--- config.mk ---
export PLATFORM = sky130hd
export DESIGN_NAME = fib_lpm_search
export DESIGN_NICKNAME = d
export VERILOG_FILES = /design/src/source/fib_pkg.sv /design/src/source/fib_lpm_search.sv /design/src/source/fib_prefix_hash.sv
export SDC_FILE = /design/constraint.sdc
export NUM_CORES = 1
export LEC_CHECK = 0
export ABC_AREA = 1
export BUFFER_PORTS_ARGS = -buffer_cell sky130_fd_sc_hd__buf_2
export CORE_UTILIZATION = 45
export CTS_BUF_LIST = sky130_fd_sc_hd__clkbuf_4
export DETAILED_ROUTE_END_ITERATION = 8
export GPL_TIMING_DRIVEN = 0
export PLACE_DENSITY = 0.78
export SLEW_MARGIN = 20
export SYNTH_ARGS = -nofsm -noshare
export SYNTH_HDL_FRONTEND = slang
export SYNTH_SLANG_ARGS = --single-unit
--- constraint.sdc ---
create_clock -name clk -period 7.2 [get_ports clk]
set_input_delay 1.08 -clock clk [delete_from_list [all_inputs] [get_ports clk]]
set_output_delay 1.08 -clock clk [all_outputs]
set_load 0.005 [all_outputs]
--- src/source/fib_pkg.sv ---
// Shared constants and types for the NDN forwarding table
// Stream, prefix, length and hash widths
// Table geometry and metadata field positions
// Reply length and counter widths

package fib_pkg;

    // Stream and prefix geometry
    localparam int PREFIX_BYTES = 8;
    localparam int BYTE_W       = 8;
    localparam int PREFIX_W     = PREFIX_BYTES * BYTE_W;

    // Prefix length field, one table row per possible length
    localparam int LEN_W       = 6;
    localparam int NUM_LENGTHS = 1 << LEN_W;

    // Table index width and bits per row
    localparam int HASH_W      = 10;
    localparam int TABLE_DEPTH = 1 << HASH_W;

    // Length field inside the metadata byte
    // Bit 6 flags an interest packet, carried through unchanged
    localparam int META_LEN_LSB = 0;
    localparam int META_LEN_MSB = 5;

    // Reply is metadata, total prefix, matched prefix
    localparam int TX_BYTES = 1 + 2 * PREFIX_BYTES;

    // Counter widths derived from the byte counts
    localparam int PREFIX_CNT_W = $clog2(PREFIX_BYTES);
    localparam int TX_CNT_W     = $clog2(TX_BYTES + 1);

    typedef logic [PREFIX_W-1:0] prefix_t;
    typedef logic [BYTE_W-1:0]   byte_t;
    typedef logic [LEN_W-1:0]    len_t;
    typedef logic [HASH_W-1:0]   hash_t;

endpackage
--- src/source/fib_lpm_search.sv ---
// Longest-prefix search engine
// Request capture, hash/check loop over decreasing lengths
// Hands the result to the reply serializer and tracks busy

`timescale 1ns/1ps

module fib_lpm_search (
    input  logic             clk,
    input  logic             rst,
    input  logic             lookup_start,
    input  fib_pkg::prefix_t pit_in_prefix,
    input  fib_pkg::byte_t   pit_in_metadata,
    input  logic             rd_hit,
    input  logic             tx_done,
    output fib_pkg::len_t    rd_len,
    output fib_pkg::hash_t   rd_hash,
    output logic             lookup_busy,
    output logic             emit_start,
    output fib_pkg::prefix_t total_prefix,
    output fib_pkg::prefix_t match_prefix,
    output fib_pkg::byte_t   match_metadata
);

    import fib_pkg::*;

    typedef enum logic [1:0] {
        S_IDLE,
        S_HASH,
        S_CHECK,
        S_SEND
    } state_t;

    state_t  state;
    prefix_t cur_prefix;
    len_t    cur_len;
    prefix_t total_r;
    byte_t   meta_r;
    logic    accept;
    logic    done_walk;

    assign accept    = (state == S_IDLE) && lookup_start;
    // Stop on a hit or once the length is used up
    assign done_walk = rd_hit || (cur_len == '0);

    always_ff @(posedge clk or posedge rst) begin
        if (rst) begin
            state      <= S_IDLE;
            emit_start <= 1'b0;
        end else begin
            emit_start <= 1'b0;
            case (state)
                S_IDLE: begin
                    if (lookup_start) begin
                        state <= S_HASH;
                    end
                end
                // Hash of the current candidate lands at the end of this cycle
                S_HASH: state <= S_CHECK;
                S_CHECK: begin
                    if (done_walk) begin
                        emit_start <= 1'b1;
                        state      <= S_SEND;
                    end else begin
                        state <= S_HASH;
                    end
                end
                // Wait for the last reply byte
                S_SEND: begin
                    if (tx_done) begin
                        state <= S_IDLE;
                    end
                end
                default: state <= S_IDLE;
            endcase
        end
    end

    // Candidate prefix and length
    always_ff @(posedge clk) begin
        if (accept) begin
            cur_prefix <= pit_in_prefix;
            total_r    <= pit_in_prefix;
            meta_r     <= pit_in_metadata;
            cur_len    <= pit_in_metadata[META_LEN_MSB:META_LEN_LSB];
        end else if (state == S_CHECK && !done_walk) begin
            // Miss, drop the bit at this length and shorten
            cur_prefix[cur_len] <= 1'b0;
            cur_len             <= cur_len - 1'b1;
        end
    end

    fib_prefix_hash u_hash (
        .clk      (clk),
        .rst      (rst),
        .prefix_in(cur_prefix),
        .hash_out (rd_hash)
    );

    assign rd_len         = cur_len;
    assign lookup_busy    = (state != S_IDLE);
    assign total_prefix   = total_r;
    assign match_prefix   = cur_prefix;
    assign match_metadata = meta_r;

    // No new reply may start until the serializer reports its last byte
    a_emit_no_overlap: assert property (@(posedge clk) disable iff (rst)
        emit_start |=> (!emit_start throughout tx_done [->1]))
        else $error("emit_start raised while a reply was still sending");

endmodule

--- src/source/fib_prefix_hash.sv ---
// Prefix hash unit
// Folds a 64-bit prefix into a 10-bit table index, registered

`timescale 1ns/1ps

module fib_prefix_hash (
    input  logic            clk,
    input  logic            rst,
    input  fib_pkg::prefix_t prefix_in,
    output fib_pkg::hash_t   hash_out
);

    import fib_pkg::*;

    hash_t fold;

    // XOR of 10-bit chunks from bit 0 upward
    // Top chunk only has 4 live bits, the rest reads as zero
    always_comb begin
        fold = '0;
        for (int i = 0; i < PREFIX_W; i++) begin
            fold[i % HASH_W] = fold[i % HASH_W] ^ prefix_in[i];
        end
    end

    // Hash of an input shows up one cycle later
    always_ff @(posedge clk or posedge rst) begin
        if (rst) begin
            hash_out <= '0;
        end else begin
            hash_out <= fold;
        end
    end

endmodule

=== After elaboration in Yosys (flattened, before gate mapping) ===
Index checks and enable logic that the tools add are counted.

* Flip-flop bits (word level): 155
* Bits of input ports: 77
* Output and inout port bits: 154
* Word-level logic and storage cells: 93

* $add $sub $neg: 1
* Magnitude comparators: 2
* Equality and inequality tests: 5
* Mux-type cells: 12
* Bitwise logic cells: 56
* Reduce and logical (&&, ||, !) cells: 10

{| class="wikitable"
|+ Operators with widths
! kind !! count
|-
| $mux W64 || 2
|-
| $and A64 B64 Y64 || 1
|-
| $not A64 Y64 || 1
|-
| $xor A1 B1 Y1 || 54
|-
| $mux W6 || 2
|-
| $pmux W2 S4 || 1
|-
| $lt A6 B7 Y1 const B || 1
|-
| $demux W1 S6 || 1
|-
| $ge A6 B1 Y1 const B || 1
|-
| $logic_not A6 Y1 || 1
|-
| $mux W2 || 3
|-
| $sub A6 B1 Y6 const B || 1
|-
| $eq A2 B2 Y1 const B || 2
|-
| $ne A2 B2 Y1 const B || 2
|-
| $reduce_bool A2 Y1 || 2
|-
| $logic_and A1 B1 Y1 || 3
|-
| $mux W1 || 3
|-
| $eq A2 B1 Y1 const B || 1
|-
| $logic_not A2 Y1 || 1
|-
| $reduce_and A2 Y1 || 1
|-
| $logic_not A1 Y1 || 1
|-
| $logic_or A1 B1 Y1 || 1
|}

=== Depth between registers and ports, before layout ===
Gate-level depths: netlist of the first run.

* Depth after elaboration: 8
* Depth in mapped cells: 9
* Gate-level depth less buffers: 9

=== By module ===
From an unflattened synthesis of the first run, not the netlist that was laid out.

* Cell total of the unflattened synthesis: 746
* Area total of the unflattened synthesis: 7059.3 um^2

{| class="wikitable"
|+ Modules (own cells, without submodules)
! module !! instances !! cells an instance !! area an instance (um^2) !! sequential area each (um^2)
|-
| fib_lpm_search || 1 || 471 || 5761.8 || 4339.2
|-
| fib_prefix_hash || 1 || 275 || 1297.5 || 250.2
|}

=== Worst setup path after synthesis of the first run ===
No wires, ideal clock.

* Kind: in2reg
* Start: input port rd_hit
* End: register cur_prefix[0], in the netlist match_prefix[0] (enable)
* Library setup time: 0.595 ns
* Arrival: 6.163 ns
* Required time: 6.605 ns
* Setup slack: 0.442 ns
* Stages on the path: 2
* Buffers on the path: 0
* Cell sequence: o21bai_1 -> o21ai_0

* Cells in the longest elaborated chain, start to end: 4

{| class="wikitable"
|+ Ends and longest elaborated chain
! what !! line !! source
|-
| from (decl) || fib_lpm_search.sv:13 || <nowiki>input logic rd_hit,</nowiki>
|-
| $logic_or A1 B1 Y1 || fib_lpm_search.sv:43 || <nowiki>assign done_walk = rd_hit || (cur_len == '0);</nowiki>
|-
| $logic_not A1 Y1 || fib_lpm_search.sv:85 || <nowiki>end else if (state == S_CHECK && !done_walk) begin</nowiki>
|-
| $logic_and A1 B1 Y1 || fib_lpm_search.sv:85 ||
|-
| $reduce_bool A2 Y1 (no source line) || -- ||
|-
| to (signal assigned) || fib_lpm_search.sv:81 || <nowiki>cur_prefix <= pit_in_prefix;</nowiki>
|-
| to (decl) || fib_lpm_search.sv:34 || <nowiki>prefix_t cur_prefix;</nowiki>
|}

No other way between the ends.
A chain may end at the register's enable or synchronous reset.

=== Worst setup path after layout of the first run ===
* Start: register cur_len[3], in the netlist rd_len[3]
* End: output port rd_len[3]

{| class="wikitable"
|+ RTL lines
! what !! line !! source
|-
| from (decl) || fib_lpm_search.sv:35 || <nowiki>len_t cur_len;</nowiki>
|-
| from (signal assigned) || fib_lpm_search.sv:84 || <nowiki>cur_len <= pit_in_metadata[META_LEN_MSB:META_LEN_LSB];</nowiki>
|-
| from (signal assigned) || fib_lpm_search.sv:88 || <nowiki>cur_len <= cur_len - 1'b1;</nowiki>
|-
| to (decl) || fib_lpm_search.sv:15 || <nowiki>output fib_pkg::len_t rd_len,</nowiki>
|}

No word-level cell between the ends.

==> impl_metrics.csv, run 1 <==
group,metric,value,unit
die,initial_core_util,46.3,%
yosys,netlist_area,0.00703,mm²
power,p_per_area,425,mW/mm²
clock_tree,cts_tree,"done",
setup_path,path_max_fanout,7,
setup_path,crit_chain,"buf_2",
clock_tree,ctsHoldBuffers,0,
clock_tree,ctsLongestPathBuffers,2,
power,power.total,3.73,mW
timing,slew_headroom,32.6,%
yosys,synthCells,682,
grt,grt_pass1_wl,30700,µm
setup_path,crit_slowest_cell,"edfxtp_1",
die,die_x,127,µm
finish,layout-drive-gt1-share,31.4,%
setup_path,crit_family,"flip-flops",
setup_path,required,6.12,ns
setup_path,critical_path_class,"flop to output pin",
yosys,ys_types,25,
timing,hold_viol,0,
placement,gp_congestion,0.831,
clock_tree,clockRootBuffer,"clkbuf_4",
yosys,avgSynthCellArea,10.3,µm²
grt,antenna_found_initial,2,
detailed_routing,routed_wl,20400,µm
timing,rsz0062_at_grt,"no",
placement,hpwl,14800,µm
yosys,ys_ff_latch,155,
timing,fin_crit_sh,34.5,%
timing,setup_violations,0,
clock_tree,insertion_delay,0.57,ns
power,ir_drop,0.173,mV
setup_path,cp-start-kind,"flop",
grt,grt_remaining_overflow,0,
worst_hold_path,hold_class,"flop to flop",
detailed_routing,viasPerCell,5.15,
run,cap_violations,0,
die,rows,45,
finish,seq_area,0.00459,mm²
timing,min_period,2.49,ns
setup_path,arrival,1.41,ns
grt,grt_max_degree,44,
clock_tree,cts.repair.resized,0,
die,io_pins,231,
placement,port_buffers,230,
detailed_routing,drt_iter0_markers,401,
detailed_routing,drc_errors,0,
power,leakagePower,4.01,nW
run_status,status,"finished clean",
timing,fin_skew,0.0262,ns
setup_path,cp_num_buf_inv,1,
finish,fillers,1336,
finish,syn2layout_area_growth,24.9,%
timing,max_freq,0.402,GHz
yosys,synth_area_leaders,"edfxtp_1, nand2_1, nand3_1",
die,core-area,0.0152,mm²
yosys,yosys.area.top_type,"edfxtp_1",
clock_tree,cts_made_buffers,17,
die,die_h,127,µm
yosys,synth_top_area_share,60.6,%
grt,grt_pass1_vias,5540,
detailed_routing,ant_nets,0,
detailed_routing,vias,5860,
clock_tree,post_cts_buffers,0,
die,die_area,0.0161,mm²
clock_tree,clk_pin_slew,0.12,ns
finish,multi_input_area,0.00212,mm²
finish,stdcell_area,0.00879,mm²
placement,place_area,0.00854,mm²
clock_tree,h-tree-depth,4,
detailed_routing,firstDrtPassIters,4,
finish,final_nets,1014,
timing,worst_slew_pin_slew,1.01,ns
detailed_routing,wl_per_cell,17.9,µm
yosys,syn_nets,760,
setup_path,crit_path_end_kind,"output pin",
timing,drv_slew,0,
yosys,yosys_warnings,0,
grt,grt_util_all_layers,26.1,%
clock_tree,clkSinkCount,155,
setup_path,critPathMaxStageDelay,0.65,ns
yosys,ys_seq_area_share,65.3,%
## layout by cell type (no fill, tap or decap), types with 4 or more instances in the layout
master / instances
xnor2_1: 18
clkbuf_4: 19
clkbuf_1: 5
o21ai_0: 7
nor3_4: 10
edfxtp_1: 142
nor2_1: 6
nand3_1: 86
clkinvlp_4: 4
buf_2: 238
dfrtp_1: 13
inv_1: 57
nand2_1: 302
xor2_1: 7
## per-stage QoR
stage	setup WS, ns	cells	util, %	hold slack [ns]	TNS (ns)
2_1_floorplan	0.442	682	-	0.491	0
3_3_place_gp	-2.53	1100	55.4	0.520	-176.62
3_5_place_dp	4.23	1105	56.2	0.522	0
4_1_cts	4.67	1137	57.8	0.565	0
5_1_grt	4.61	1137	57.8	0.616	0
6_report	4.71	1138	57.8	0.568	0
## where the power goes
group / internal [mW] / switching (mW) / leakage, nW
Combinational: 0.608 / 1.00 / 2.41
Clock: 0.174 / 0.314 / 0.127
Sequential: 1.40 / 0.226 / 1.48
## sequential cells by signal, summed over array words and instances, names as in the netlist
signal and count:
state 2, rd_len 6, total_prefix 64, u_hash.hash_out 10, match_prefix 64, emit_start 1, match_metadata 8
## Yosys cell counts
cell type / number
dfrtp_1: 13
edfxtp_1: 142
o21ai_0: 8
nor2_2: 3
clkbuf_1: 5
inv_2: 2
nor3_4: 10
o21bai_1: 1
xnor2_1: 18
a21oi_2: 1
inv_1: 57
or2_2: 1
inv_4: 1
a21oi_1: 1
nor2_1: 6
nand2_2: 1
nand3_1: 86
ha_1: 1
xor2_1: 7
buf_2: 9
a31oi_1: 2
nor2_4: 2
bufinv_8: 2
nand2_1: 302
buf_4: 1
## routing by layer
metal  track usage [%]  routed length, µm
met1              33.6               8410
met2              42.5               9620
met3              6.87               1760
met4              9.73                564
met5                 0                  0
## cell families (layout without fill, tap and decap cells)
family	after synthesis	count (layout)	synth area share [%]
other	0	1	0
buffers and inverters	77	344	4.75
AOI/OAI and AO/OA	13	13	1.05
xor gates and xnor gates	25	25	3.11
DFF	155	155	65.3
adders and majority gates	1	1	0.178
and+or+nand+nor	411	411	25.6
## worst paths after layout
| check | startpoint | to | slack, ns | cells after the start |
|---|---|---|---|---|
| worst max-delay path | rd_len[3] | rd_len[3] | 4.71 | 1 |
| worst min-delay path | state[0] | state[1] | 0.57 | 2 |
| worst max register to register | rd_len[1] | match_prefix[8] | 4.74 | 7 |
| worst min register to register | state[0] | state[1] | 0.57 | 2 |
| max in group asynchronous | rst | u_hash.hash_out[8] | 6.08 | 2 |
| min in group asynchronous | rst | u_hash.hash_out[1] | 0.63 | 2 |
## cell type report
class / count / area share (%)
clock inverter: 13 / 1.18
buffer: 15 / 0.840
clock buffer: 19 / 1.62
tap: 188 / 2.68
antenna: 1 / 0.0285
timing repair buffer: 235 / 14.3
inverter: 62 / 2.99
sequential: 155 / 52.2
multi-input combinational: 450 / 24.1
Note: power is estimated with default switching activity, not from simulation.
==> inputs of run 2 (changes only) <==
==> constraint.sdc (replaced) <==
create_clock -name clk -period 2.6 [get_ports clk]
set_input_delay 0.39 -clock clk [delete_from_list [all_inputs] [get_ports clk]]
set_output_delay 0.39 -clock clk [all_outputs]
set_load 0.005 [all_outputs]
==> run 2 against run 1 <==
  * First-iteration DRC count down 1.0%
  * Worst hold slack worse by 0.52 ns
  * Design area rose by 9.0%
  * Critical path depth is 5 higher
  * Clock skew fell by 0.0076 ns
  * Clock-buffer cell count is the same
  * Register-to-register slack lost 4.3 ns
  * Sequential power grew to 2.8 times the previous value
  * Critical path type is now flop to flop
==> impl_metrics.csv, run 2 (same netlist as run 1, synthesis figures left out) <==
group,metric,value,unit
run_status,status,"finished clean",
timing,fin_ws,0.397,ns
run,cap_violations,0,
timing,hold_viol,0,
timing,max_freq,0.454,GHz
detailed_routing,ant_nets,0,
grt,antenna_found_initial,0,
setup_path,critical_path_class,"flop to flop",
placement,gp_congestion,0.799,
die,die_area,0.0161,mm²
grt,grt_remaining_overflow,0,
detailed_routing,drc_errors,0,
clock_tree,clkSinkCount,155,
clock_tree,h-tree-depth,4,
grt,grt_util_all_layers,27.7,%
clock_tree,clk_pin_slew,0.13,ns
worst_hold_path,min_path_cells,2,
clock_tree,cts.repair.resized,0,
setup_path,regToRegStartpoint,"rd_len[1]",
timing,rsz0062_at_grt,"no",
setup_path,required,2.95,ns
clock_tree,cts_tree,"done",
finish,final_cell_mix,"nand2_1, buf_2, edfxtp_1",
power,ir_drop,0.506,mV
detailed_routing,routed_wl,22200,µm
setup_path,r2r-end,"match_prefix[17]",
die,die_h,127,µm
detailed_routing,wl_per_cell,18.4,µm
grt,grt_max_degree,47,
setup_path,crit_path_end_kind,"flop",
timing,drv_slew,0,
setup_path,r2r_cells,6,
setup_path,r2r_setup_slack,0.40,ns
placement,port_buffers,230,
clock_tree,ctsLongestPathBuffers,2,
finish,antennaDiodeCount,0,
timing,fin_skew,0.0186,ns
placement,dp_slack,0.492,ns
setup_path,cp-start-kind,"flop",
worst_hold_path,hold_path_end,"state[0]",
die,io_pins,231,
power,leakagePower,4.33,nW
grt,grt_pass1_wl,32300,µm
detailed_routing,vias,6134,
timing,worst_slew_pin_slew,1.05,ns
die,core-area,0.0152,mm²
clock_tree,clockRootBuffer,"clkbuf_4",
finish,syn2layout_area_growth,36.2,%
setup_path,path_max_fanout,8,
clock_tree,cts_made_buffers,17,
timing,hold-worst-slack,0.0451,ns
finish,stdcell_area,0.00958,mm²
finish,layout-drive-gt1-share,29.6,%
power,power.total,10.6,mW
die,initial_core_util,46.3,%
finish,final_nets,1086,
timing,setup_violations,0,
setup_path,arrival,2.55,ns
detailed_routing,drt_iter0_markers,397,
finish,mostFrequentLayoutCell,"nand2_1",
worst_hold_path,worst_hold_startpoint,"tx_done",
timing,fin_crit_sh,84.7,%
grt,grt_pass1_vias,5942,
detailed_routing,firstDrtPassIters,6,
timing,slew_headroom,29.8,%
die,rows,45,
clock_tree,insertion_delay,0.58,ns
power,p_per_area,1110,mW/mm²
die,die_x,127,µm
timing,min_period,2.20,ns
placement,hpwl,15000,µm
worst_hold_path,hold_class,"input port to flop",
detailed_routing,viasPerCell,5.07,
placement,place_area,0.00858,mm²
[run 2: critical path, stage by stage, from the launching register on]
cell      delay (ns)
edfxtp_1        0.54
nor2_1          0.21
inv_1           0.10
nor2_1          0.80
nand2_1         0.16
nand3_1         0.12
nand2_1         0.05
[run 2: how the worst max path moves through the flow]
stage,start,cells past startpoint,end
after floorplan,rd_len[0],6,match_prefix[0]
after global placement,rd_len[0],6,match_prefix[14]
after detailed placement,state[1],5,total_prefix[34]
after CTS,state[1],5,total_prefix[4]
after global routing,state[1],7,match_prefix[17]
final,rd_len[1],6,match_prefix[17]
[run 2: power breakdown]
group | leakage, nW | switching, mW | internal (mW) | total [mW]
Sequential | 1.48 | 0.638 | 3.89 | 4.53
Clock | 0.143 | 0.890 | 0.579 | 1.47
Combinational | 2.71 | 2.86 | 1.77 | 4.63
[run 2: repair_timing]
action	CTS	global route
endpoints found under the hold margin	75	10
hold buffers	63	10
setup buffers	0	0
[run 2: cell type report]
type	instances	area, µm²
repair buffers	307	1980
clock inverters	13	128
multi-input cells	450	2160
clock buffers	19	143
flip-flops and latches	155	4590
well taps	188	235
plain buffers	15	77.6
fillers	1226	5620
inverters	62	267
[run 2: metrics by stage]
| step | TNS, ns | cells | util [%] |
|---|---|---|---|
| floorplan | -4.96 | 682 | - |
| global placement | -58.44 | 1100 | 55.7 |
| detailed placement | 0 | 1104 | 56.4 |
| CTS | 0 | 1199 | 62.4 |
| global route | 0 | 1209 | 63.0 |
| finish | 0 | 1209 | 63.0 |
[run 2: routing by layer]
| layer | vias to the layer above | share of wire [%] | global-route usage [%] | wire length, µm |
|---|---|---|---|---|
| li1 | 2909 | - | - | - |
| met1 | 2868 | 40 | 34.3 | 8840 |
| met2 | 319 | 49 | 46.0 | 10800 |
| met3 | 38 | 8.7 | 7.87 | 1930 |
| met4 | 0 | 2.8 | 11.1 | 616 |
| met5 | - | 0 | 0 | 0 |
