## config.mk

```make
export PLATFORM = sky130hd
export DESIGN_NAME = fib_rx_parser
export DESIGN_NICKNAME = d
export VERILOG_FILES = /design/src/source/fib_pkg.sv /design/src/source/fib_rx_parser.sv /design/src/source/fib_prefix_hash.sv
export SDC_FILE = /design/constraint.sdc
export NUM_CORES = 1
export LEC_CHECK = 0
export ABC_CLOCK_PERIOD_IN_PS = 4500
export BUFFER_PORTS_ARGS = -buffer_cell sky130_fd_sc_hd__buf_2
export CAP_MARGIN = 20
export CORE_UTILIZATION = 54
export DETAILED_ROUTE_END_ITERATION = 8
export PLACE_DENSITY = 0.83
export SLEW_MARGIN = 20
export SYNTH_ARGS = -nofsm -noshare
export SYNTH_HDL_FRONTEND = slang
export SYNTH_SLANG_ARGS = --single-unit
```

## constraint.sdc

```tcl
create_clock -name clk -period 4.5 [get_ports clk]
set_clock_uncertainty 0.1 [all_clocks]
set_input_delay 0 -clock clk [delete_from_list [all_inputs] [get_ports clk]]
set_output_delay 0 -clock clk [all_outputs]
set_load 0.02 [all_outputs]
```

## src/source/fib_pkg.sv

```systemverilog
// Shared constants and types for the NDN forwarding table
// Stream, prefix, length and hash widths
// Table geometry and metadata field positions
// Reply length and counter widths

package fib_pkg;

    // Stream and prefix geometry
    localparam int PREFIX_BYTES = 8;
    localparam int BYTE_W       = 8;
    localparam int PREFIX_W     = PREFIX_BYTES * BYTE_W;

    // Prefix length field, one table row per possible length
    localparam int LEN_W       = 6;
    localparam int NUM_LENGTHS = 1 << LEN_W;

    // Table index width and bits per row
    localparam int HASH_W      = 10;
    localparam int TABLE_DEPTH = 1 << HASH_W;

    // Length field inside the metadata byte
    // Bit 6 flags an interest packet, carried through unchanged
    localparam int META_LEN_LSB = 0;
    localparam int META_LEN_MSB = 5;

    // Reply is metadata, total prefix, matched prefix
    localparam int TX_BYTES = 1 + 2 * PREFIX_BYTES;

    // Counter widths derived from the byte counts
    localparam int PREFIX_CNT_W = $clog2(PREFIX_BYTES);
    localparam int TX_CNT_W     = $clog2(TX_BYTES + 1);

    typedef logic [PREFIX_W-1:0] prefix_t;
    typedef logic [BYTE_W-1:0]   byte_t;
    typedef logic [LEN_W-1:0]    len_t;
    typedef logic [HASH_W-1:0]   hash_t;

endpackage
```

## src/source/fib_rx_parser.sv

```systemverilog
// Interest packet parser on the SPI receive side
// Byte counting FSM, prefix shift register, PIT announce pulse
// Learn write request towards the valid-bit table

`timescale 1ns/1ps

module fib_rx_parser (
    input  logic             clk,
    input  logic             rst,
    input  logic             rx_valid,
    input  fib_pkg::byte_t   rx_data,
    output logic             prefix_ready,
    output fib_pkg::prefix_t pit_out_prefix,
    output fib_pkg::byte_t   pit_out_metadata,
    output logic             learn_we,
    output fib_pkg::len_t    learn_len,
    output fib_pkg::hash_t   learn_hash
);

    import fib_pkg::*;

    typedef enum logic [1:0] {
        S_META,
        S_PREFIX,
        S_HASH,
        S_WRITE
    } state_t;

    state_t                  state;
    logic [PREFIX_CNT_W-1:0] byte_cnt;
    prefix_t                 prefix_sr;
    byte_t                   meta_r;
    logic                    last_byte;

    assign last_byte = (state == S_PREFIX) && rx_valid &&
                       (byte_cnt == PREFIX_CNT_W'(PREFIX_BYTES - 1));

    // Control FSM
    always_ff @(posedge clk or posedge rst) begin
        if (rst) begin
            state        <= S_META;
            byte_cnt     <= '0;
            prefix_ready <= 1'b0;
            learn_we     <= 1'b0;
        end else begin
            // Announce one cycle after the last byte, write one cycle later
            prefix_ready <= (state == S_HASH);
            learn_we     <= (state == S_WRITE);
            case (state)
                S_META: begin
                    if (rx_valid) begin
                        state    <= S_PREFIX;
                        byte_cnt <= '0;
                    end
                end
                S_PREFIX: begin
                    if (rx_valid) begin
                        byte_cnt <= byte_cnt + 1'b1;
                    end
                    if (last_byte) begin
                        state <= S_HASH;
                    end
                end
                // Hash unit samples the full prefix here
                S_HASH:  state <= S_WRITE;
                S_WRITE: state <= S_META;
                default: state <= S_META;
            endcase
        end
    end

    // Packet capture, MSB byte first
    always_ff @(posedge clk) begin
        if (rx_valid && state == S_META) begin
            meta_r <= rx_data;
        end
        if (rx_valid && state == S_PREFIX) begin
            prefix_sr <= {prefix_sr[PREFIX_W-BYTE_W-1:0], rx_data};
        end
    end

    // Prefix register stays put until the next packet's prefix bytes
    fib_prefix_hash u_hash (
        .clk      (clk),
        .rst      (rst),
        .prefix_in(prefix_sr),
        .hash_out (learn_hash)
    );

    assign pit_out_prefix   = prefix_sr;
    assign pit_out_metadata = meta_r;
    assign learn_len        = meta_r[META_LEN_MSB:META_LEN_LSB];

    // Sender must leave a two-cycle gap for hashing and the table write
    a_rx_gap: assert property (@(posedge clk) disable iff (rst)
        last_byte |=> !rx_valid [*2])
        else $error("rx_valid asserted while the parser was learning");

endmodule

```

## src/source/fib_prefix_hash.sv

```systemverilog
// Prefix hash unit
// Folds a 64-bit prefix into a 10-bit table index, registered

`timescale 1ns/1ps

module fib_prefix_hash (
    input  logic            clk,
    input  logic            rst,
    input  fib_pkg::prefix_t prefix_in,
    output fib_pkg::hash_t   hash_out
);

    import fib_pkg::*;

    hash_t fold;

    // XOR of 10-bit chunks from bit 0 upward
    // Top chunk only has 4 live bits, the rest reads as zero
    always_comb begin
        fold = '0;
        for (int i = 0; i < PREFIX_W; i++) begin
            fold[i % HASH_W] = fold[i % HASH_W] ^ prefix_in[i];
        end
    end

    // Hash of an input shows up one cycle later
    always_ff @(posedge clk or posedge rst) begin
        if (rst) begin
            hash_out <= '0;
        end else begin
            hash_out <= fold;
        end
    end

endmodule

```

Word level (Yosys, flattened, before mapping)
Cells that the tools add are included.

$lt $le $gt $ge: 0. Div/mod/pow operators: 0. $mul: 0. Equal/unequal tests: 7. $add $sub $neg: 1. Muxes and demuxes: 6. Reductions and logical operators: 7. Shift operators: 0. Bitwise gates (word level): 54.

Operator list (number): $xor 1x1->1 (54); $pmux 2 s4 (1); $mux 3 (2); $ne 2x2->1 const B (3); $pmux 3 s2 (1); $eq 2x2->1 const B (2); $mux 2 (2); $add 3x1->3 const B (1); $eq 3x3->1 const B (1); $logic_and 1x1->1 (3); $reduce_and 3->1 (1); $eq 2x1->1 const B (1); $logic_not 2->1 (1); $reduce_and 2->1 (1); $reduce_bool 2->1 (1).

ROM bits: 0. Word-level logic and storage cells: 82. Bits in writable memories: 0. Bits in latches: 0. Bits in registers: 89. Output and inout bits: 90. Input bits: 11. Memories: 0.

Logic depth before layout (Yosys ltp)
Gate-level depths: netlist of run 1.

Depth in word-level cells: 6. Mapped depth: 6. Mapped depth without buffers: 5.

Cells and area by module
From an unflattened synthesis of run 1, not the netlist that was laid out.

Cells, all modules: 158. Area, all modules: 3375.7 um2.

By module, submodules not included: fib_rx_parser (seq. area each 2337.2 um2, instances 1, cells each 107, area an instance 2578.7 um2); fib_prefix_hash (seq. area each 250.2 um2, instances 1, cells each 51, area an instance 797.0 um2).

Worst setup path before layout of run 1
No wires, ideal clock.

Kind: reg-to-reg. Start point: register state[1]. End point: register byte_cnt[0]. Setup time: 0.125 ns. Required time: 4.275 ns. Stages on the path, launching flop included: 7. Data arrival time: 1.647 ns. Period minus slack after synthesis: 1.871 ns. Path buffers: 1. Setup slack: 2.629 ns. Cells stage by stage: dfrtp_1 -> inv_1 -> ha_1 -> and2_1 -> buf_4 -> nor2_2 -> mux2_2.

Longest elaborated chain between the ends: 3. Elaborated cells on any way between the ends: 7. Classes of those cells: eq/ne (3); mux (1); reduce/logical (3).

Ends and longest elaborated chain: start: declaration (line fib_rx_parser.sv:29) `state_t state;`; start signal: assignment (line fib_rx_parser.sv:41) `state <= S_META;`; start signal: assignment (line fib_rx_parser.sv:52) `state <= S_PREFIX;`; start signal: assignment (line fib_rx_parser.sv:61) `state <= S_HASH;`; $eq 2x1->1 or $logic_not 2->1 (tied branches) (line fib_rx_parser.sv:49) `case (state)`; $ne 2x2->1 (no source line) or $reduce_bool 2->1 (tied branches); $reduce_and 3->1 (no source line); end signal: assignment (line fib_rx_parser.sv:58) `byte_cnt <= byte_cnt + 1'b1;`; end: declaration (line fib_rx_parser.sv:30) `logic [PREFIX_CNT_W-1:0] byte_cnt;`.

Parallel ways exist; a longest one is shown, timed or not. A chain may end at the register's enable or synchronous reset.

Worst setup path in the final report of run 1
Start point: register state[1]. End point: register prefix_sr[3], in the netlist pit_out_prefix[3] (enable).

Longest elaborated chain between the ends: 2.

Ends and longest elaborated chain: $eq 2x1->1 (line fib_rx_parser.sv:77) `if (rx_valid && state == S_PREFIX) begin`; $logic_and 1x1->1 (line fib_rx_parser.sv:77); end signal: assignment (line fib_rx_parser.sv:78) `prefix_sr <= {prefix_sr[PREFIX_W-BYTE_W-1:0], rx_data};`; end: declaration (line fib_rx_parser.sv:31) `prefix_t prefix_sr;`.

No other way between the ends.

==> results of run 1 <==
-- critical path, delay by kind of cell, from the launching register on --
family | cells | cell delay (ps)
buf+inv | 2 | 610
simple gates | 1 | 700
fa+ha+maj | 1 | 180
flops | 1 | 420
-- synth_stat cells, types with 2 or more instances --
cell type,count
ha_1,7
edfxtp_1,72
a22o_1,2
inv_1,3
xnor2_1,40
dfrtp_1,17
buf_4,7
and2_1,2
xor2_1,14
-- power breakdown --
part / leakage [nW] / switching [mW] / total, mW / internal [mW]
combinational: 0.697 / 0.474 / 0.775 / 0.300
sequential: 0.866 / 0.116 / 1.25 / 1.13
clock: 0.130 / 0.276 / 0.702 / 0.426
-- through the flow --
| step | instances | hold WS (ps) |
|---|---|---|
| floorplan | 172 | -174 |
| global placement | 341 | 38.4 |
| detailed placement | 341 | 43.9 |
| CTS | 367 | 206 |
| global route | 367 | 231 |
| finish | 367 | 184 |
-- flip-flops by register name, summed over array words and instances (netlist names) --
register / flops
prefix_ready: 1
state: 2
learn_we: 1
u_hash.hash_out: 10
pit_out_metadata: 8
byte_cnt: 3
pit_out_prefix: 64
-- layer usage --
layer	part of all wire	up-vias
met5	0	-
met4	0.016	0
met3	0.051	11
met2	0.49	58
met1	0.45	860
li1	-	833
-- kinds of logic (layout without fill, tap and decap cells) --
kind of cell / count (synthesis) / count (layout) / share of synthesized area
compound gates: 3 / 3 / 0.00796
xor+xnor: 54 / 54 / 0.143
mux: 3 / 3 / 0.00985
flops: 89 / 89 / 0.783
buf+inv: 10 / 130 / 0.0193
simple gates: 6 / 6 / 0.00985
fa+ha+maj: 7 / 7 / 0.0265
-- placed cells by master (no fill, tap or decap) --
| master | count |
|---|---|
| clkbuf_8 | 9 |
| nand2_1 | 1 |
| ha_1 | 7 |
| and2_2 | 1 |
| nor2_2 | 1 |
| bufinv_16 | 4 |
| edfxtp_1 | 72 |
| xor2_1 | 14 |
| inv_1 | 3 |
| a21oi_2 | 1 |
| mux2_2 | 1 |
| a22o_1 | 2 |
| dlygate4sd3_1 | 10 |
| inv_6 | 1 |
| clkinv_2 | 1 |
| nor2b_1 | 1 |
| dfrtp_1 | 17 |
| and2_1 | 1 |
| xnor2_1 | 40 |
| clkinvlp_4 | 1 |
| buf_2 | 100 |
| mux2i_1 | 1 |
| buf_4 | 1 |
| nor2_1 | 1 |
| mux2_1 | 1 |
-- final timing paths --
kind / startpoint / end / depth (start not counted)
max in group asynchronous: rst / state[0] / 3
worst max-delay path: state[1] / pit_out_prefix[3] / 4
worst min register to register: pit_out_prefix[34] / pit_out_prefix[42] / 0
worst min-delay path: rst / u_hash.hash_out[1] / 3
worst max register to register: state[1] / pit_out_prefix[3] / 4
min in group clk: rx_data[7] / pit_out_metadata[7] / 2
-- area by class of cell --
cell class              count  area [µm²]
flip-flops and latches     89        2590
clock inverters             7         141
well taps                  75        93.8
multi-input cells          73         653
repair buffers            111         608
fillers                   401        1700
clock buffers               9         124
inverters                   3        11.3
==> results.yml, run 1 <==
placement:
  io_buffers: 100
  dpl_cell_area_um2: 3850
  gp_congestion: 0.765
  dp_hpwl_um: 4010
  dp_slack_ps: 2110
run:
  drv_cap: 0
run_status:
  outcome: "completed"
worst_setup_path:
  cp_max_fo: 37
  arrival_ps: 2270
  reg2reg_slack_ps: 2140
  crit_path_top_delay_cell: "and2_2"
  path_cells: "inv_1, ha_1, and2_2, buf_4"
  crit_type: "reg -> reg"
  end_kind: "flop"
  startpoint_type: "flop"
  cp_slowest_stage_delay_ps: 700
  cp_data_required_time_ps: 4410
floorplanning:
  fp.dieW_um: 80.2
  io_pins: 101
  rows: 28
  dieArea_um2: 6430
  die_h_um: 80.2
  core_um2: 5920
  initial_core_util: 0.558
timing:
  worst_slew_pin_slew_ps: 823
  slew_viol_final: 0
  slew_headroom: 0.451
  hold_viol_final: 0
  clock.fmax_mhz: 423
  fin_crit_sh: 0.525
  setup_viol: 0
  timing.final.ws_setup_ps: 2140
  rsz0062_at_grt: "false"
  period_needed_ps: 2360
  setup_tns_ps: 0
finish:
  final_util: 0.713
  area_growth_syn_to_layout_pct: 27.7
  final_layout_size_suffix_gt1_frac: 0.414
  diodes: 0
  final_area_um2: 4220
  nets: 305
logic_synthesis:
  synth_top_area_share: 0.655
  synth_ff_type: "edfxtp_1"
  synth_area_leaders: "edfxtp_1 (65%), dfrtp_1 (13%), xnor2_1 (11%)"
  synth_area_per_cell_um2: 19.2
  synth_edf_count: 72
  mappedNetlistArea_um2: 3300
  async_flop_share: 0.191
  synthCells: 172
  ys_ff_latch: 89
  yosysSeqAreaShare: 0.783
  yosysWarnings: 0
  synth_cell_types: 17
  synth_largest_area_cell: "edfxtp_1"
  syn_nets: 190
cts:
  h-tree-depth: 3
  cts-hold-fix-buffers: 10
  clk_pin_slew_ps: 90
  numCtsBuffers: 9
  clockRootBuffer: "clkbuf_8"
  clk_latency_ps: 350
  cts.sinks: 89
  clockBufferDepth: 2
  post_cts_buffers: 0
  tritoncts: "built"
  cts_resized: 0
detailed_routing:
  initialDrtViolationCount: 82
  vias: 1762
  wirelength_um: 5680
  wire_per_inst_um: 15.5
  drc: 0
  viasPerCell: 4.80
  ant_nets: 0
  drtPass1Iterations: 4
global_routing:
  grt_overflow: 0
  grt_pass1_wl_um: 8600
  grt_usage: 0.193
  antenna_found_initial: 0
  busiest_layer: "met2"
  grt_use_met3: 0.0614
  use_met2: 0.287
  first_global_vias: 1676
  grtUsageMet1: 0.263
  grt_start_max_net_pins: 38
power:
  leakage_nw: 1.69
  vdd_drop_max_v: 0.000413
  power_mw: 2.73
  p_per_area_nw_per_um2: 646
worst_hold_path:
  hp-class: "in -> async"
(Power assumes the default switching activity.)
==> run 2, diff against run 1 <==
--- a/config.mk
+++ b/config.mk
@@ -5,12 +5,12 @@
 export SDC_FILE = /design/constraint.sdc
 export NUM_CORES = 1
 export LEC_CHECK = 0
-export ABC_CLOCK_PERIOD_IN_PS = 4500
+export ABC_CLOCK_PERIOD_IN_PS = 2350
 export BUFFER_PORTS_ARGS = -buffer_cell sky130_fd_sc_hd__buf_2
 export CAP_MARGIN = 20
-export CORE_UTILIZATION = 54
+export CORE_UTILIZATION = 50
 export DETAILED_ROUTE_END_ITERATION = 8
-export PLACE_DENSITY = 0.83
+export PLACE_DENSITY = 0.78
 export SLEW_MARGIN = 20
 export SYNTH_ARGS = -nofsm -noshare
 export SYNTH_HDL_FRONTEND = slang
==> constraint.sdc (replaced) <==
create_clock -name clk -period 2.35 [get_ports clk]
set_clock_uncertainty 0.1 [all_clocks]
set_input_delay 0 -clock clk [delete_from_list [all_inputs] [get_ports clk]]
set_output_delay 0 -clock clk [all_outputs]
set_load 0.02 [all_outputs]
==> run 2 against run 1 <==
Net effect:
- wire length rose by 1.4%
- combinational power rose by 95%
- sequential power rose by 90%
- register-to-register slack got worse by 1500 ps
- core utilization fell by 5.0 points
- global-route usage fell by 2.0 points
- maximum frequency rose by 37%
- design area fell by 0.21%
- worst setup slack got worse by 1500 ps
- non-clock buffer count rose by 1
- largest cell class unchanged
- largest power group unchanged
- highest routed layer unchanged
==> results.yml, run 2 (synthesis results as in run 1) <==
run_status:
  outcome: "completed"
worst_setup_path:
  end_kind: "flop"
  crit_path_top_delay_cell: "dfrtp_1"
  crit_start: "state[1]"
  cp_max_fo: 32
  reg2reg_slack_ps: 620
  reg2reg_to: "pit_out_prefix[16]"
  crit_type: "reg -> reg"
  path_depth: 4
  r2r_cells: 4
  cp_top_family: "buffers and inverters"
  critPathBufInv: 2
  path_cells: "inv_1, ha_1, and2_2, buf_4"
  cp_slowest_stage_delay_ps: 410
  startpoint_type: "flop"
  cp_data_required_time_ps: 2250
  arrival_ps: 1630
  r2r_start: "state[1]"
  crit_path_end: "pit_out_prefix[16]"
global_routing:
  grt_overflow: 0
  grt_start_max_net_pins: 37
  grt_usage: 0.174
  first_global_vias: 1731
  grt_pass1_wl_um: 8920
  antenna_found_initial: 0
power:
  internal_power_mw: 3.47
  p_sw_frac: 0.320
  p_per_area_nw_per_um2: 1210
  vdd_drop_max_v: 0.000727
  power_frac_comb: 0.296
  leakage_nw: 1.69
  seqPwrFrac: 0.468
  pwr-share-clk: 0.237
  p_sw_mw: 1.63
placement:
  dp_slack_ps: 610
  io_buffers: 100
  dp.cells: 344
  dp_hpwl_um: 4060
  gp_congestion: 0.721
detailed_routing:
  initialDrtViolationCount: 65
  vias: 1744
  wire_per_inst_um: 15.6
  viasPerCell: 4.71
  wirelength_um: 5760
  drtPass1Iterations: 4
  drc: 0
  ant_nets: 0
floorplanning:
  fp.dieW_um: 83.3
  initial_core_util: 0.520
  dieArea_um2: 6940
  io_pins: 101
  core_um2: 6350
  die_h_um: 83.3
  rows: 29
cts:
  cts.sinks: 89
  tritoncts: "built"
  clk_latency_ps: 340
  post_cts_buffers: 0
  clockRootBuffer: "clkbuf_8"
  clockBufferDepth: 2
  cts-hold-fix-buffers: 10
  cts_resized: 0
  h-tree-depth: 3
  numCtsBuffers: 9
  clk_pin_slew_ps: 80
finish:
  area_growth_syn_to_layout_pct: 27.5
  final_layout_size_suffix_gt1_frac: 0.410
  final_cell_mix: "buf_2 (100), edfxtp_1 (72), xnor2_1 (40)"
  fin_cells: 370
  largest_reg_flops: 64
  fillers: 452
  layout_commonest_cell: "buf_2"
  nets: 306
  diodes: 0
timing:
  hold_viol_final: 0
  clock.fmax_mhz: 578
  fin_crit_sh: 0.736
  slew_headroom: 0.512
  worst_slew_pin_slew_ps: 731
  rsz0062_at_grt: "false"
  setup_tns_ps: 0
  timing.final.ws_setup_ps: 620
  slew_viol_final: 0
  setup_viol: 0
  period_needed_ps: 1730
run:
  drv_cap: 0
worst_hold_path:
  hp-class: "in -> async"
[run 2: final cells by class]
class	instances	area, µm²	area share
clock inverters	6	106	0.0253
inverters	3	11.3	0.00267
repair buffers	112	628	0.149
multi-input cells	73	653	0.155
flip-flops and latches	89	2590	0.615
clock buffers	10	128	0.0303
well taps	77	96.3	0.0229
[run 2: metrics by stage]
| stage | hold slack [ps] | util | total power, mW | area, µm² |
|---|---|---|---|---|
| floorplan | -174 | - | 3.45 | 3300 |
| global placement | 64.5 | 0.610 | 3.88 | 3880 |
| detailed placement | 74.3 | 0.610 | 3.93 | 3880 |
| CTS | 244 | 0.663 | 5.16 | 4210 |
| global route | 261 | 0.663 | 5.34 | 4210 |
| finish | 243 | 0.663 | 5.10 | 4210 |
[run 2: per-layer routing]
| layer | share of wire | track usage | wire length [µm] | vias up |
|---|---|---|---|---|
| met5 | 0 | 0 | 0 | - |
| met3 | 0.045 | 0.0408 | 258 | 10 |
| li1 | - | - | - | 828 |
| met1 | 0.45 | 0.228 | 2580 | 853 |
| met4 | 0.021 | 0.0940 | 119 | 0 |
| met2 | 0.49 | 0.270 | 2800 | 53 |
[run 2: worst min-delay path by stage]
stage               cells after the start  slack [ps]             endpoint        from
finish                                  3         240   u_hash.hash_out[7]         rst
global route                            2         260  pit_out_metadata[1]  rx_data[1]
CTS                                     3         240   u_hash.hash_out[9]         rst
detailed placement                      2          70   u_hash.hash_out[9]         rst
global placement                        2          60   u_hash.hash_out[9]         rst
floorplan                               1        -170          byte_cnt[0]         rst
[run 2: worst reg2reg max path: stages (launching register included)]
cell and delay [ps]:
dfrtp_1 410, inv_1 120, ha_1 190, and2_2 180, buf_4 380
[run 2: power by group through the flow]
stage	registers (mW)	clock network, mW	logic (mW)
global placement	2.41	0	1.47
finish	2.38	1.21	1.51
floorplan	2.77	0	0.680
detailed placement	2.42	0	1.51
CTS	2.39	1.24	1.53
global route	2.43	1.30	1.62
